[config.mk]
export PLATFORM = sky130hd
export DESIGN_NAME = decode_ctrl
export DESIGN_NICKNAME = d
export VERILOG_FILES = /design/src/hw/core_pkg.sv /design/src/hw/decode_ctrl.sv
export SDC_FILE = /design/constraint.sdc
export NUM_CORES = 1
export LEC_CHECK = 0
export ABC_CLOCK_PERIOD_IN_PS = 1900
export BUFFER_PORTS_ARGS = -buffer_cell sky130_fd_sc_hd__buf_2
export CAP_MARGIN = 0
export CELL_PAD_IN_SITES_DETAIL_PLACEMENT = 0
export CELL_PAD_IN_SITES_GLOBAL_PLACEMENT = 1
export CORE_ASPECT_RATIO = 0.5
export CORE_MARGIN = 2
export CORE_UTILIZATION = 37
export DETAILED_ROUTE_END_ITERATION = 16
export PLACE_DENSITY_LB_ADDON = 0.1
export REMOVE_ABC_BUFFERS = 1
export SETUP_SLACK_MARGIN = 0.1
export SYNTH_ARGS = -nofsm -noshare
export SYNTH_HDL_FRONTEND = slang
export SYNTH_SLANG_ARGS = --single-unit
[constraint.sdc]
create_clock -name clk -period 1.9 [get_ports clk]
set_clock_uncertainty 0.05 [all_clocks]
set_input_delay 0.19 -clock clk [delete_from_list [all_inputs] [get_ports clk]]
set_output_delay 0.19 -clock clk [all_outputs]
set_load 0.05 [all_outputs]
[src/hw/core_pkg.sv]
package core_pkg;

	localparam int data_w     = 32;
	localparam int reg_addr_w = 5;
	localparam int reg_count  = 32;
	localparam int opcode_w   = 6;
	localparam int funct_w    = 6;
	localparam int imm_w      = 16;
	localparam int apb_addr_w = 12;
	localparam int status_w   = 2;
	localparam int pipe_depth = 3;	// Decode, execute, result

	localparam logic [opcode_w-1:0] op_rtype = 6'h00;
	localparam logic [opcode_w-1:0] op_ldb   = 6'h20;
	localparam logic [opcode_w-1:0] op_ldw   = 6'h23;
	localparam logic [opcode_w-1:0] op_stb   = 6'h28;
	localparam logic [opcode_w-1:0] op_stw   = 6'h2b;
	localparam logic [opcode_w-1:0] op_beq   = 6'h04;
	localparam logic [opcode_w-1:0] op_bne   = 6'h05;
	localparam logic [opcode_w-1:0] op_jump  = 6'h02;
	localparam logic [opcode_w-1:0] op_li    = 6'h18;
	localparam logic [opcode_w-1:0] op_addi  = 6'h08;
	localparam logic [opcode_w-1:0] op_lui   = 6'h0f;
	localparam logic [opcode_w-1:0] op_ori   = 6'h0d;

	localparam logic [funct_w-1:0] fn_add = 6'h20;
	localparam logic [funct_w-1:0] fn_sub = 6'h22;
	localparam logic [funct_w-1:0] fn_and = 6'h24;
	localparam logic [funct_w-1:0] fn_or  = 6'h25;
	localparam logic [funct_w-1:0] fn_slt = 6'h2a;

	// Instruction field bit positions
	localparam int op_msb  = 31, op_lsb  = 26;
	localparam int rs_msb  = 25, rs_lsb  = 21;
	localparam int rt_msb  = 20, rt_lsb  = 16;
	localparam int rd_msb  = 15, rd_lsb  = 11;
	localparam int fn_msb  = 5,  fn_lsb  = 0;
	localparam int imm_msb = 15, imm_lsb = 0;

	localparam logic [1:0] imm_sext  = 2'd0;	// Sign-extend
	localparam logic [1:0] imm_zext  = 2'd1;	// Zero-extend
	localparam logic [1:0] imm_upper = 2'd2;	// Shift left by 16

	localparam int dmem_bytes  = 256;
	localparam int dmem_addr_w = 8;	// Byte addresses wrap modulo dmem_bytes

	localparam logic [apb_addr_w-1:0] addr_instr    = 12'h000;	// Write only
	localparam logic [apb_addr_w-1:0] addr_status   = 12'h004;	// Read only
	localparam logic [apb_addr_w-1:0] addr_reg_base = 12'h080;	// Register r at base + 4*r

	localparam int st_taken   = 0;
	localparam int st_illegal = 1;

endpackage

[src/hw/decode_ctrl.sv]
`timescale 1ns/1ps

module decode_ctrl import core_pkg::*; (
	input  logic                  clk,
	input  logic                  rst_n,
	input  logic                  issue,	// A cycle without issue is a stall
	input  logic [data_w-1:0]     instr,
	output logic                  valid,
	output logic                  regwrite,	// Write-back enable
	output logic                  memtoreg,	// Write-back takes the load data
	output logic                  branch,
	output logic                  branch_ne,	// Compare is inverted for BNE
	output logic                  memwrite,
	output logic                  memread,
	output logic                  byteword,	// Word access when high
	output logic                  alusrc,	// Second operand from a register when high
	output logic                  illegal,
	output logic [reg_addr_w-1:0] rs,
	output logic [reg_addr_w-1:0] rt,
	output logic [reg_addr_w-1:0] dest,
	output logic [funct_w-1:0]    funct,
	output logic [imm_w-1:0]      imm,
	output logic [1:0]            imm_mode
);
	logic [opcode_w-1:0] opcode;

	assign opcode = instr[op_msb:op_lsb];

	always_ff @(posedge clk or negedge rst_n) begin
		if (!rst_n) begin
			valid     <= 1'b0;
			regwrite  <= 1'b0;
			memtoreg  <= 1'b0;
			branch    <= 1'b0;
			branch_ne <= 1'b0;
			memwrite  <= 1'b0;
			memread   <= 1'b0;
			byteword  <= 1'b0;
			alusrc    <= 1'b0;
			illegal   <= 1'b0;
			imm_mode  <= imm_sext;
		end else if (!issue) begin
			valid    <= 1'b0;	// Stall, so nothing may write
			regwrite <= 1'b0;
			memwrite <= 1'b0;
			memread  <= 1'b0;
			illegal  <= 1'b0;
		end else begin
			valid     <= 1'b1;
			regwrite  <= 1'b0;
			memtoreg  <= 1'b0;
			branch    <= 1'b0;
			branch_ne <= 1'b0;
			memwrite  <= 1'b0;
			memread   <= 1'b0;
			byteword  <= 1'b0;
			alusrc    <= 1'b0;
			illegal   <= 1'b0;
			imm_mode  <= imm_sext;
			case (opcode)
				op_rtype: begin
					regwrite <= 1'b1;
					alusrc   <= 1'b1;
				end
				op_ldb, op_ldw: begin
					regwrite <= 1'b1;
					memtoreg <= 1'b1;
					memread  <= 1'b1;
					byteword <= (opcode == op_ldw);
				end
				op_stb, op_stw: begin
					memwrite <= 1'b1;
					byteword <= (opcode == op_stw);
				end
				op_beq, op_bne: begin
					branch    <= 1'b1;
					branch_ne <= (opcode == op_bne);
					alusrc    <= 1'b1;
				end
				op_jump: ;	// Retires without effect, there is no PC
				op_li, op_addi: regwrite <= 1'b1;
				op_lui: begin
					regwrite <= 1'b1;
					imm_mode <= imm_upper;
				end
				op_ori: begin
					regwrite <= 1'b1;
					imm_mode <= imm_zext;
				end
				default: illegal <= 1'b1;	// Unknown opcode enables nothing
			endcase
		end
	end

	always_ff @(posedge clk) begin
		if (issue) begin
			rs    <= (opcode == op_li) ? '0 : instr[rs_msb:rs_lsb];	// LI adds to r0
			rt    <= instr[rt_msb:rt_lsb];
			dest  <= (opcode == op_rtype) ? instr[rd_msb:rd_lsb] : instr[rt_msb:rt_lsb];
			funct <= instr[fn_msb:fn_lsb];
			imm   <= instr[imm_msb:imm_lsb];
		end
	end

	assert property (@(posedge clk) disable iff (!rst_n) !(memread && memwrite));

endmodule

Word level (Yosys, flattened, before mapping)
Cells that the tools add are included.
{"block": "word_totals", "output_inout_bits": 49, "reg_bits": 49, "word_cells": 49, "inputBits": 35}
{"block": "classes", "mux": 15, "n_reduce_logical": 7, "n_eq_ne": 11}
{"cell": "equality test 6 bit, second input constant", "n": 4}
{"cell": "equality test 6 x 4 -> 1 bit, second input constant", "n": 3}
{"cell": "equality test 6 x 3 -> 1 bit, second input constant", "n": 2}
{"cell": "two-way mux 1 bit", "n": 12}
{"cell": "OR reduction 12 bit", "n": 1}
{"cell": "OR reduction 7 bit", "n": 1}
{"cell": "equality test 6 x 2 -> 1 bit, second input constant", "n": 1}
{"cell": "equality test 6 x 5 -> 1 bit, second input constant", "n": 1}
{"cell": "zero test 6 bit", "n": 1}
{"cell": "OR reduction 2 bit", "n": 3}
{"cell": "two-way mux 5 bit", "n": 1}
{"cell": "one-hot mux 2 bit (2 select lines)", "n": 1}
{"cell": "OR reduction 3 bit", "n": 1}
{"cell": "one-hot mux 1 bit (2 select lines)", "n": 1}

Logic depth before layout (Yosys ltp)
Gate-level depths: netlist of run 1.
{"block": "logic_depth", "depth_word": 4, "mapped_depth": 5, "ltp_nobuf": 4}

Worst setup path after synthesis of run 1
Ideal clock, no wire load.
{"block": "synth_timing", "kind": "in2reg", "startpoint": "input instr[26]", "endpoint": "register dest[0], data pin", "t_arrival_ns": 1.059, "setup_ns": 0.260, "path_slack_ns": 0.531, "t_required_ns": 1.590, "path_stages": 4, "path_buffers": 1, "cell_sequence": "buf_6 -> nor4_4 -> nand2_4 -> mux2_4"}
{"block": "synth_via", "elab_chain_cells": 2}
{"element": "from (decl)", "line_no": "decode_ctrl.sv:7", "text": "input logic [data_w-1:0] instr,"}
{"element": "zero test 6 bit", "line_no": "decode_ctrl.sv:99", "text": "dest <= (opcode == op_rtype) ? instr[rd_msb:rd_lsb] : instr[rt_msb:rt_lsb];"}
{"element": "two-way mux 5 bit", "line_no": "decode_ctrl.sv:99"}
{"element": "to (signal assigned)", "line_no": "decode_ctrl.sv:99"}
{"element": "to (decl)", "line_no": "decode_ctrl.sv:20", "text": "output logic [reg_addr_w-1:0] dest,"}
No other way between the ends.
A chain may end at the register's enable or synchronous reset.

Worst setup path in the final report of run 1
{"block": "layout_timing", "startpoint": "input instr[26]", "endpoint": "register dest[1], data pin"}
The elaborated chain is that of the path after synthesis.

==> results of run 1 <==
power breakdown:
group	total, W	internal [W]	switching (W)
clock network	0.000556	0.000257	0.000299
registers	0.00109	0.00108	0.0000172
logic	0.000444	0.000103	0.000340
sequential cells by signal, summed over array words and instances (netlist names), 2 cells and up:
register  flops
rs            5
imm          11
rt            5
imm_mode      2
dest          5
funct         5
cell usage after synthesis:
cell / instances / area share, %
nand2_4: 1 / 0.67
edfxtp_1: 31 / 55
nor4_4: 1 / 1.3
a41oi_1: 1 / 0.52
dfrtp_1: 12 / 18
nand4b_1: 1 / 0.52
mux2_4: 5 / 4.5
mux2_2: 2 / 1.3
and4_1: 1 / 0.52
nand2_1: 3 / 0.67
nor3_1: 1 / 0.30
o21a_1: 2 / 0.89
nor3b_1: 1 / 0.45
xnor2_1: 1 / 0.52
o21ai_0: 1 / 0.30
a31oi_1: 1 / 0.37
buf_4: 6 / 2.7
nor2b_1: 5 / 1.9
and3_1: 2 / 0.74
buf_2: 1 / 0.30
nand4_1: 1 / 0.37
a21oi_1: 2 / 0.59
nor2_1: 7 / 1.6
buf_6: 2 / 1.3
clkbuf_1: 1 / 0.22
o22ai_1: 3 / 1.1
mux2i_1: 1 / 0.59
inv_1: 7 / 1.6
nand3_1: 3 / 0.89
or4_1: 1 / 0.45
kinds of logic after synthesis:
family / after synthesis
flip-flops: 43
AND/OR/NAND/NOR: 28
buffers and inverters: 17
AO/OA/AOI/OAI: 10
multiplexers: 8
XOR/XNOR: 1
cell usage in the layout (no fill, tap or decap), types with 3 or more instances in the layout:
cell type,n
buf_2,83
clkbuf_8,5
dfrtp_1,12
edfxtp_1,31
inv_1,7
mux2_4,5
nand2_1,3
nand3_1,3
nor2_1,7
nor2b_1,5
o22ai_1,3
worst max-delay path by stage:
stage	cells after the start	start	end	slack, ns
6_report	4	instr[26]	dest[1]	0.72
3_3_place_gp	4	instr[26]	dest[1]	0.43
5_1_grt	4	instr[26]	dest[1]	0.67
3_5_place_dp	4	instr[26]	dest[1]	0.41
4_1_cts	4	instr[26]	dest[1]	0.72
2_1_floorplan	3	instr[26]	dest[0]	0.66
layer usage:
layer / up-vias / global-route usage, %
met2: 51 / 23.42
li1: 547 / -
met5: - / 0
met1: 530 / 16.84
met3: 3 / 5.242
met4: 0 / 4.795
through the flow:
stage               cells  util, %  hold WS, ns
floorplan              97        -      -0.1556
global placement      240    48.66      0.03641
detailed placement    240    48.66      0.04197
CTS                   249    50.83      0.01294
global route          249    50.83     0.004922
finish                249    50.83      0.02352
final cells by class:
type	count	area share [%]
sequential	43	55.28
timing repair buffer	87	20.67
tap	57	3.202
clock buffer	6	3.258
inverter	7	1.180
multi-input combinational	47	15.84
clock inverter	2	0.5618
==> metrics.csv, run 1 <==
stage,metric,value,unit
run_status,status,"finished, final reports clean",
clocking,cts_buffers,5,
synthesis,synth_xor_area_share,0.5193,%
finish,drive_gt1_share,53.13,%
synthesis,synth_seq_cells,43,
global_route,grt_pass1_wl,5340,µm
sta,finalSetupTns,0,ns
min_path,min_path_type,input pin to flop,
clocking,ctsHoldBuffers,1,
sta,finalHoldViolCount,0,
setup_path,r2r-start,imm_mode[0],
clocking,insertion_delay,0.28,ns
sta,fmax,847.9,MHz
routing,drt_wl_total,3335,µm
sta,rsz0062_at_grt,false,
setup_path,cp-end-kind,flop,
routing,ant_nets,0,
floorplan,io_pins,84,
routing,drt_first_pass_iters,4,
setup_path,crit_family,simple AND/OR/NAND/NOR gates,
synthesis,synth_warnings,0,
clocking,path_clk_slew,0.08,ns
global_route,grt_max_degree,27,
setup_path,path_max_fanout,9,
power_and_ir_drop,p_leak,1.039,nW
finish,area_growth,32.05,%
clocking,root_buffer,clkbuf_8,
floorplan,row_count,17,
routing,first_iter_violations,30,
floorplan,fp.dieW,99.48,µm
synthesis,synth_top_family_by_area,simple AND/OR/NAND/NOR gates,
routing,wl_per_cell,13.39,µm
min_path,min_to,funct[0],
setup_path,max_stage_delay,0.35,ns
global_route,antenna_found_initial,0,
setup_path,r2r_end,imm_mode[0],
min_path,worstHoldPathCells,1,
synthesis,syn_area,1687,µm²
clocking,cts_buffer_depth,2,
setup_path,cp.buffers_inverters,1,
synthesis,seq_area_frac_synth,73.00,%
sta,setup_viol,0,
placement,gp_congestion,0.7516,
synthesis,synth_fa_ha_area_share,0,%
floorplan,die_y,51.74,µm
finish,diodes,0,
placement,post-place-ws,0.4071,ns
placement,post-dp-hpwl,2543,µm
synthesis,synth_cell_types,30,
finish,final_net_count,226,
clocking,tritoncts,built,
global_route,grt_usage,13.94,%
finish,multi_input_area,352.8,µm²
sta,maxSlewViolCount,0,
global_route,grt_remaining_overflow,0,
sta,fin_crit_sh,62.07,%
setup_path,r2r_setup_slack,1.11,ns
setup_path,startpoint_type,input pin,
setup_path,cp.required,1.89,ns
min_path,min_from,instr[0],
placement,portBuffers,83,
setup_path,crit_path_cell_trace,"buf_2, nor4_4, nand2_4, mux2_4",
finish,final_cell_area,2227,µm²
routing,met1_length,1473,µm
run,cap_violations,0,
floorplan,start_util,38.49,%
global_route,grt_pass1_vias,1119,
routing,routed_via_density,4.542,
routing,drc_errors,0,
routing,top_layer,met4,
routing,wl_met3,299,µm
synthesis,synthSimpleGateAreaFrac,10.24,%
sta,post-route-min-period,1.179,ns
finish,seqCellArea,1231,µm²
setup_path,crit_type,input pin to flop,
setup_path,crit_slowest_cell,nor4_4,
placement,place_area,2132,µm²
finish,fillCellCount,416,
sta,max_slew_margin,61.23,%
clocking,cts.sink_count,43,
routing,vias,1131,
power_and_ir_drop,power_density,939.5,nW/µm²
power_and_ir_drop,power,0.002092,W
clocking,cts_resized,0,
synthesis,synthMuxAreaShare,6.380,%
setup_path,reg2reg_depth,1,
floorplan,coreArea,4382,µm²
setup_path,worstPathArrival,1.17,ns
clocking,ctsHtreeMaxLevel,2,
floorplan,die_area,5147,µm²
sta,setup_ws,0.7206,ns
synthesis,synth-compound-area-share,3.783,%
routing,wl_met2,1548,µm
clocking,postCtsSetupRepairBufs,0,
synthesis,synth.avg_cell_area,15.76,µm²
sta,worst_pin_slew,0.5816,ns
synthesis,syn_inst,107,
power_and_ir_drop,vdd_ir_drop_max,0.3057,mV
No activity file was read; power rests on OpenSTA's default activity.
==> inputs of run 2 (changes only) <==
--- a/config.mk
+++ b/config.mk
@@ -5,14 +5,14 @@
 export SDC_FILE = /design/constraint.sdc
 export NUM_CORES = 1
 export LEC_CHECK = 0
-export ABC_CLOCK_PERIOD_IN_PS = 1900
+export ABC_CLOCK_PERIOD_IN_PS = 1050
 export BUFFER_PORTS_ARGS = -buffer_cell sky130_fd_sc_hd__buf_2
 export CAP_MARGIN = 0
 export CELL_PAD_IN_SITES_DETAIL_PLACEMENT = 0
 export CELL_PAD_IN_SITES_GLOBAL_PLACEMENT = 1
 export CORE_ASPECT_RATIO = 0.5
 export CORE_MARGIN = 2
-export CORE_UTILIZATION = 37
+export CORE_UTILIZATION = 31
 export DETAILED_ROUTE_END_ITERATION = 16
 export PLACE_DENSITY_LB_ADDON = 0.1
 export REMOVE_ABC_BUFFERS = 1
==> constraint.sdc (replaced) <==
create_clock -name clk -period 1.05 [get_ports clk]
set_clock_uncertainty 0.05 [all_clocks]
set_input_delay 0.105 -clock clk [delete_from_list [all_inputs] [get_ports clk]]
set_output_delay 0.105 -clock clk [all_outputs]
set_load 0.05 [all_outputs]
==> metrics.csv, run 2 (synthesis results as in run 1) <==
stage,metric,value,unit,change
run_status,failed_checks,setup timing,,
finish,most-common-layout-cells,"buf_6, buf_2, edfxtp_1",,
setup_path,cp-endpoint,imm[0],,
sta,setup_ws,-0.02599,ns,-0.7466 ns
floorplan,die_y,56.16,µm,+8.5%
setup_path,worstPathArrival,0.92,ns,-0.25 ns
setup_path,cp-end-kind,primary output,,
clocking,ctsHtreeMaxLevel,2,,unchanged
global_route,grt_remaining_overflow,0,,unchanged
sta,holdWs,0.05762,ns,+0.03410 ns
global_route,grt_pass1_wl,6389,µm,+20%
sta,post-route-min-period,1.076,ns,
setup_path,r2r_setup_slack,0.23,ns,-0.88 ns
floorplan,row_count,18,,+1
setup_path,startpoint_type,flop,,
global_route,grt_max_degree,27,,unchanged
setup_path,path_max_fanout,2,,-7
power_and_ir_drop,p_comb_share,26.1,%,+4.9 points
floorplan,io_pins,84,,unchanged
placement,post-dp-hpwl,2689,µm,+5.7%
run,cap_violations,0,,unchanged
global_route,grt_use_met1,16.37,%,-0.47 points
floorplan,start_util,33.14,%,-5.4 points
run_status,status,finished with violations,,
sta,fin_crit_sh,102.5,%,
global_route,met2_usage,23.99,%,+0.57 points
power_and_ir_drop,seqPwrFrac,49.0,%,-3.2 points
sta,maxSlewViolCount,0,,unchanged
floorplan,coreArea,5090,µm²,+16%
routing,drc_errors,0,,unchanged
routing,first_iter_violations,11,,-63%
routing,drt_first_pass_iters,4,,unchanged
setup_path,crit_type,flop to primary output,,
power_and_ir_drop,p_leak,1.281,nW,+23%
setup_path,crit_path_cell_trace,buf_4,,
sta,fmax,929.4,MHz,
power_and_ir_drop,power_density,1423,nW/µm²,+51%
finish,final_cell_area,2880,µm²,+29%
global_route,antenna_found_initial,0,,unchanged
global_route,grt_usage,13.97,%,+0.026 points
finish,multi_input_area,370.4,µm²,+5.0%
finish,seqCellArea,1231,µm²,unchanged
floorplan,fp.dieW,108.3,µm,+8.9%
finish,final_net_count,258,,+14%
floorplan,die_area,6082,µm²,+18%
clocking,cts.sink_count,43,,unchanged
power_and_ir_drop,p_int,0.002838,W,+98%
clocking,path_clk_slew,0.07,ns,about the same
finish,largest_reg_flops,11,,unchanged
min_path,min_path_type,input pin to flop,,
power_and_ir_drop,vdd_ir_drop_max,0.5926,mV,+94%
finish,drive_gt1_share,52.68,%,-0.45 points
setup_path,cp.buffers_inverters,1,,unchanged
power_and_ir_drop,p_sw_share,30.73,%,-0.66 points
power_and_ir_drop,pwr-share-clk,24.8,%,-1.8 points
setup_path,r2r-start,alusrc,,
setup_path,startpoint,funct[0],,
placement,gp_congestion,0.6740,,-10%
finish,diodes,0,,unchanged
finish,regMostFlops,imm,,
setup_path,crit_cells,1,,-3
routing,ant_nets,0,,unchanged
routing,vias,1255,,+11%
clocking,cts_buffer_depth,2,,unchanged
clocking,root_buffer,clkbuf_8,,
setup_path,r2r_end,alusrc,,
global_route,met3_usage,4.684,%,-0.56 points
sta,finalHoldViolCount,0,,unchanged
setup_path,cp.required,0.89,ns,-1.00 ns
sta,max_slew_margin,78.91,%,+18 points
setup_path,reg2reg_depth,3,,+2
clocking,tritoncts,built,,
routing,drt_wl_total,3998,µm,+20%
finish,final_common_cell,buf_6,,
placement,place_area,2216,µm²,+3.9%
sta,rsz0062_at_grt,true,,
placement,portBuffers,83,,unchanged
setup_path,crit_family,flip-flops,,
power_and_ir_drop,p_sw,0.001259,W,+92%
sta,setup_viol,8,,+8
finish,fillCellCount,429,,+3.1%
setup_path,max_stage_delay,0.42,ns,+0.07 ns
sta,worst_pin_slew,0.3139,ns,-0.2677 ns
routing,routed_via_density,4.269,,-6.0%
global_route,top_usage_layer,met2,,
setup_path,crit_slowest_cell,edfxtp_1,,
routing,wl_per_cell,13.60,µm,+1.5%
clocking,insertion_delay,0.29,ns,about the same
clocking,cts_buffers,5,,unchanged
global_route,grt_pass1_vias,1282,,+15%
finish,area_growth,70.77,%,
[run 2: layer usage]
layer	share of wire (%)	up-vias
met5	0	-
met4	1.2	0
met3	7.8	5
met1	42	589
li1	-	611
met2	49	50
[run 2: what timing repair did]
action,in CTS,in global routing
endpoints found under the hold margin,33,0
setup buffers,1,1
setup endpoints to repair,60,60
resized for setup,103,6
cloned,0,0
pin swaps,2,4
hold buffers,22,0
[run 2: power by group through the flow]
| stage | Combinational [W] | Sequential [W] | Clock (W) |
|---|---|---|---|
| 2_1_floorplan | 0.0000652 | 0.00248 | 0 |
| 3_3_place_gp | 0.000833 | 0.00201 | 0 |
| 3_5_place_dp | 0.000837 | 0.00202 | 0 |
| 4_1_cts | 0.00106 | 0.00201 | 0.00107 |
| 5_1_grt | 0.00112 | 0.00202 | 0.00115 |
| 6_report | 0.00107 | 0.00201 | 0.00102 |
[run 2: area by class of cell]
cell class / instances / area share [%]
sequential: 43 / 42.75
timing repair buffer: 119 / 37.49
multi-input combinational: 47 / 12.86
tap: 70 / 3.041
clock buffer: 6 / 2.520
inverter: 7 / 0.9123
clock inverter: 2 / 0.4344
[run 2: worst min path at each step]
stage	start	end	slack [ns]	depth (start not counted)
4_1_cts	instr[24]	rs[3]	0.05	2
5_1_grt	instr[24]	rs[3]	0.04	2
6_report	instr[24]	rs[3]	0.06	2
3_3_place_gp	rst_n	memread	-0.05	1
2_1_floorplan	rst_n	alusrc	-0.24	0
3_5_place_dp	rst_n	byteword	-0.04	1
[run 2: stage by stage]
step           cells  total power (W)  utilization [%]  setup TNS, ns  setup slack (ns)
2_1_floorplan     97         0.002549                -        -0.6505           -0.1085
3_3_place_gp     262         0.002843            43.53         -3.797           -0.3192
3_5_place_dp     262         0.002852            43.53         -3.963           -0.3305
4_1_cts          293         0.004138            56.02        -0.2343          -0.03760
5_1_grt          294         0.004290            56.59        -0.6480          -0.06699
6_report         294         0.004097            56.59        -0.1119          -0.02599
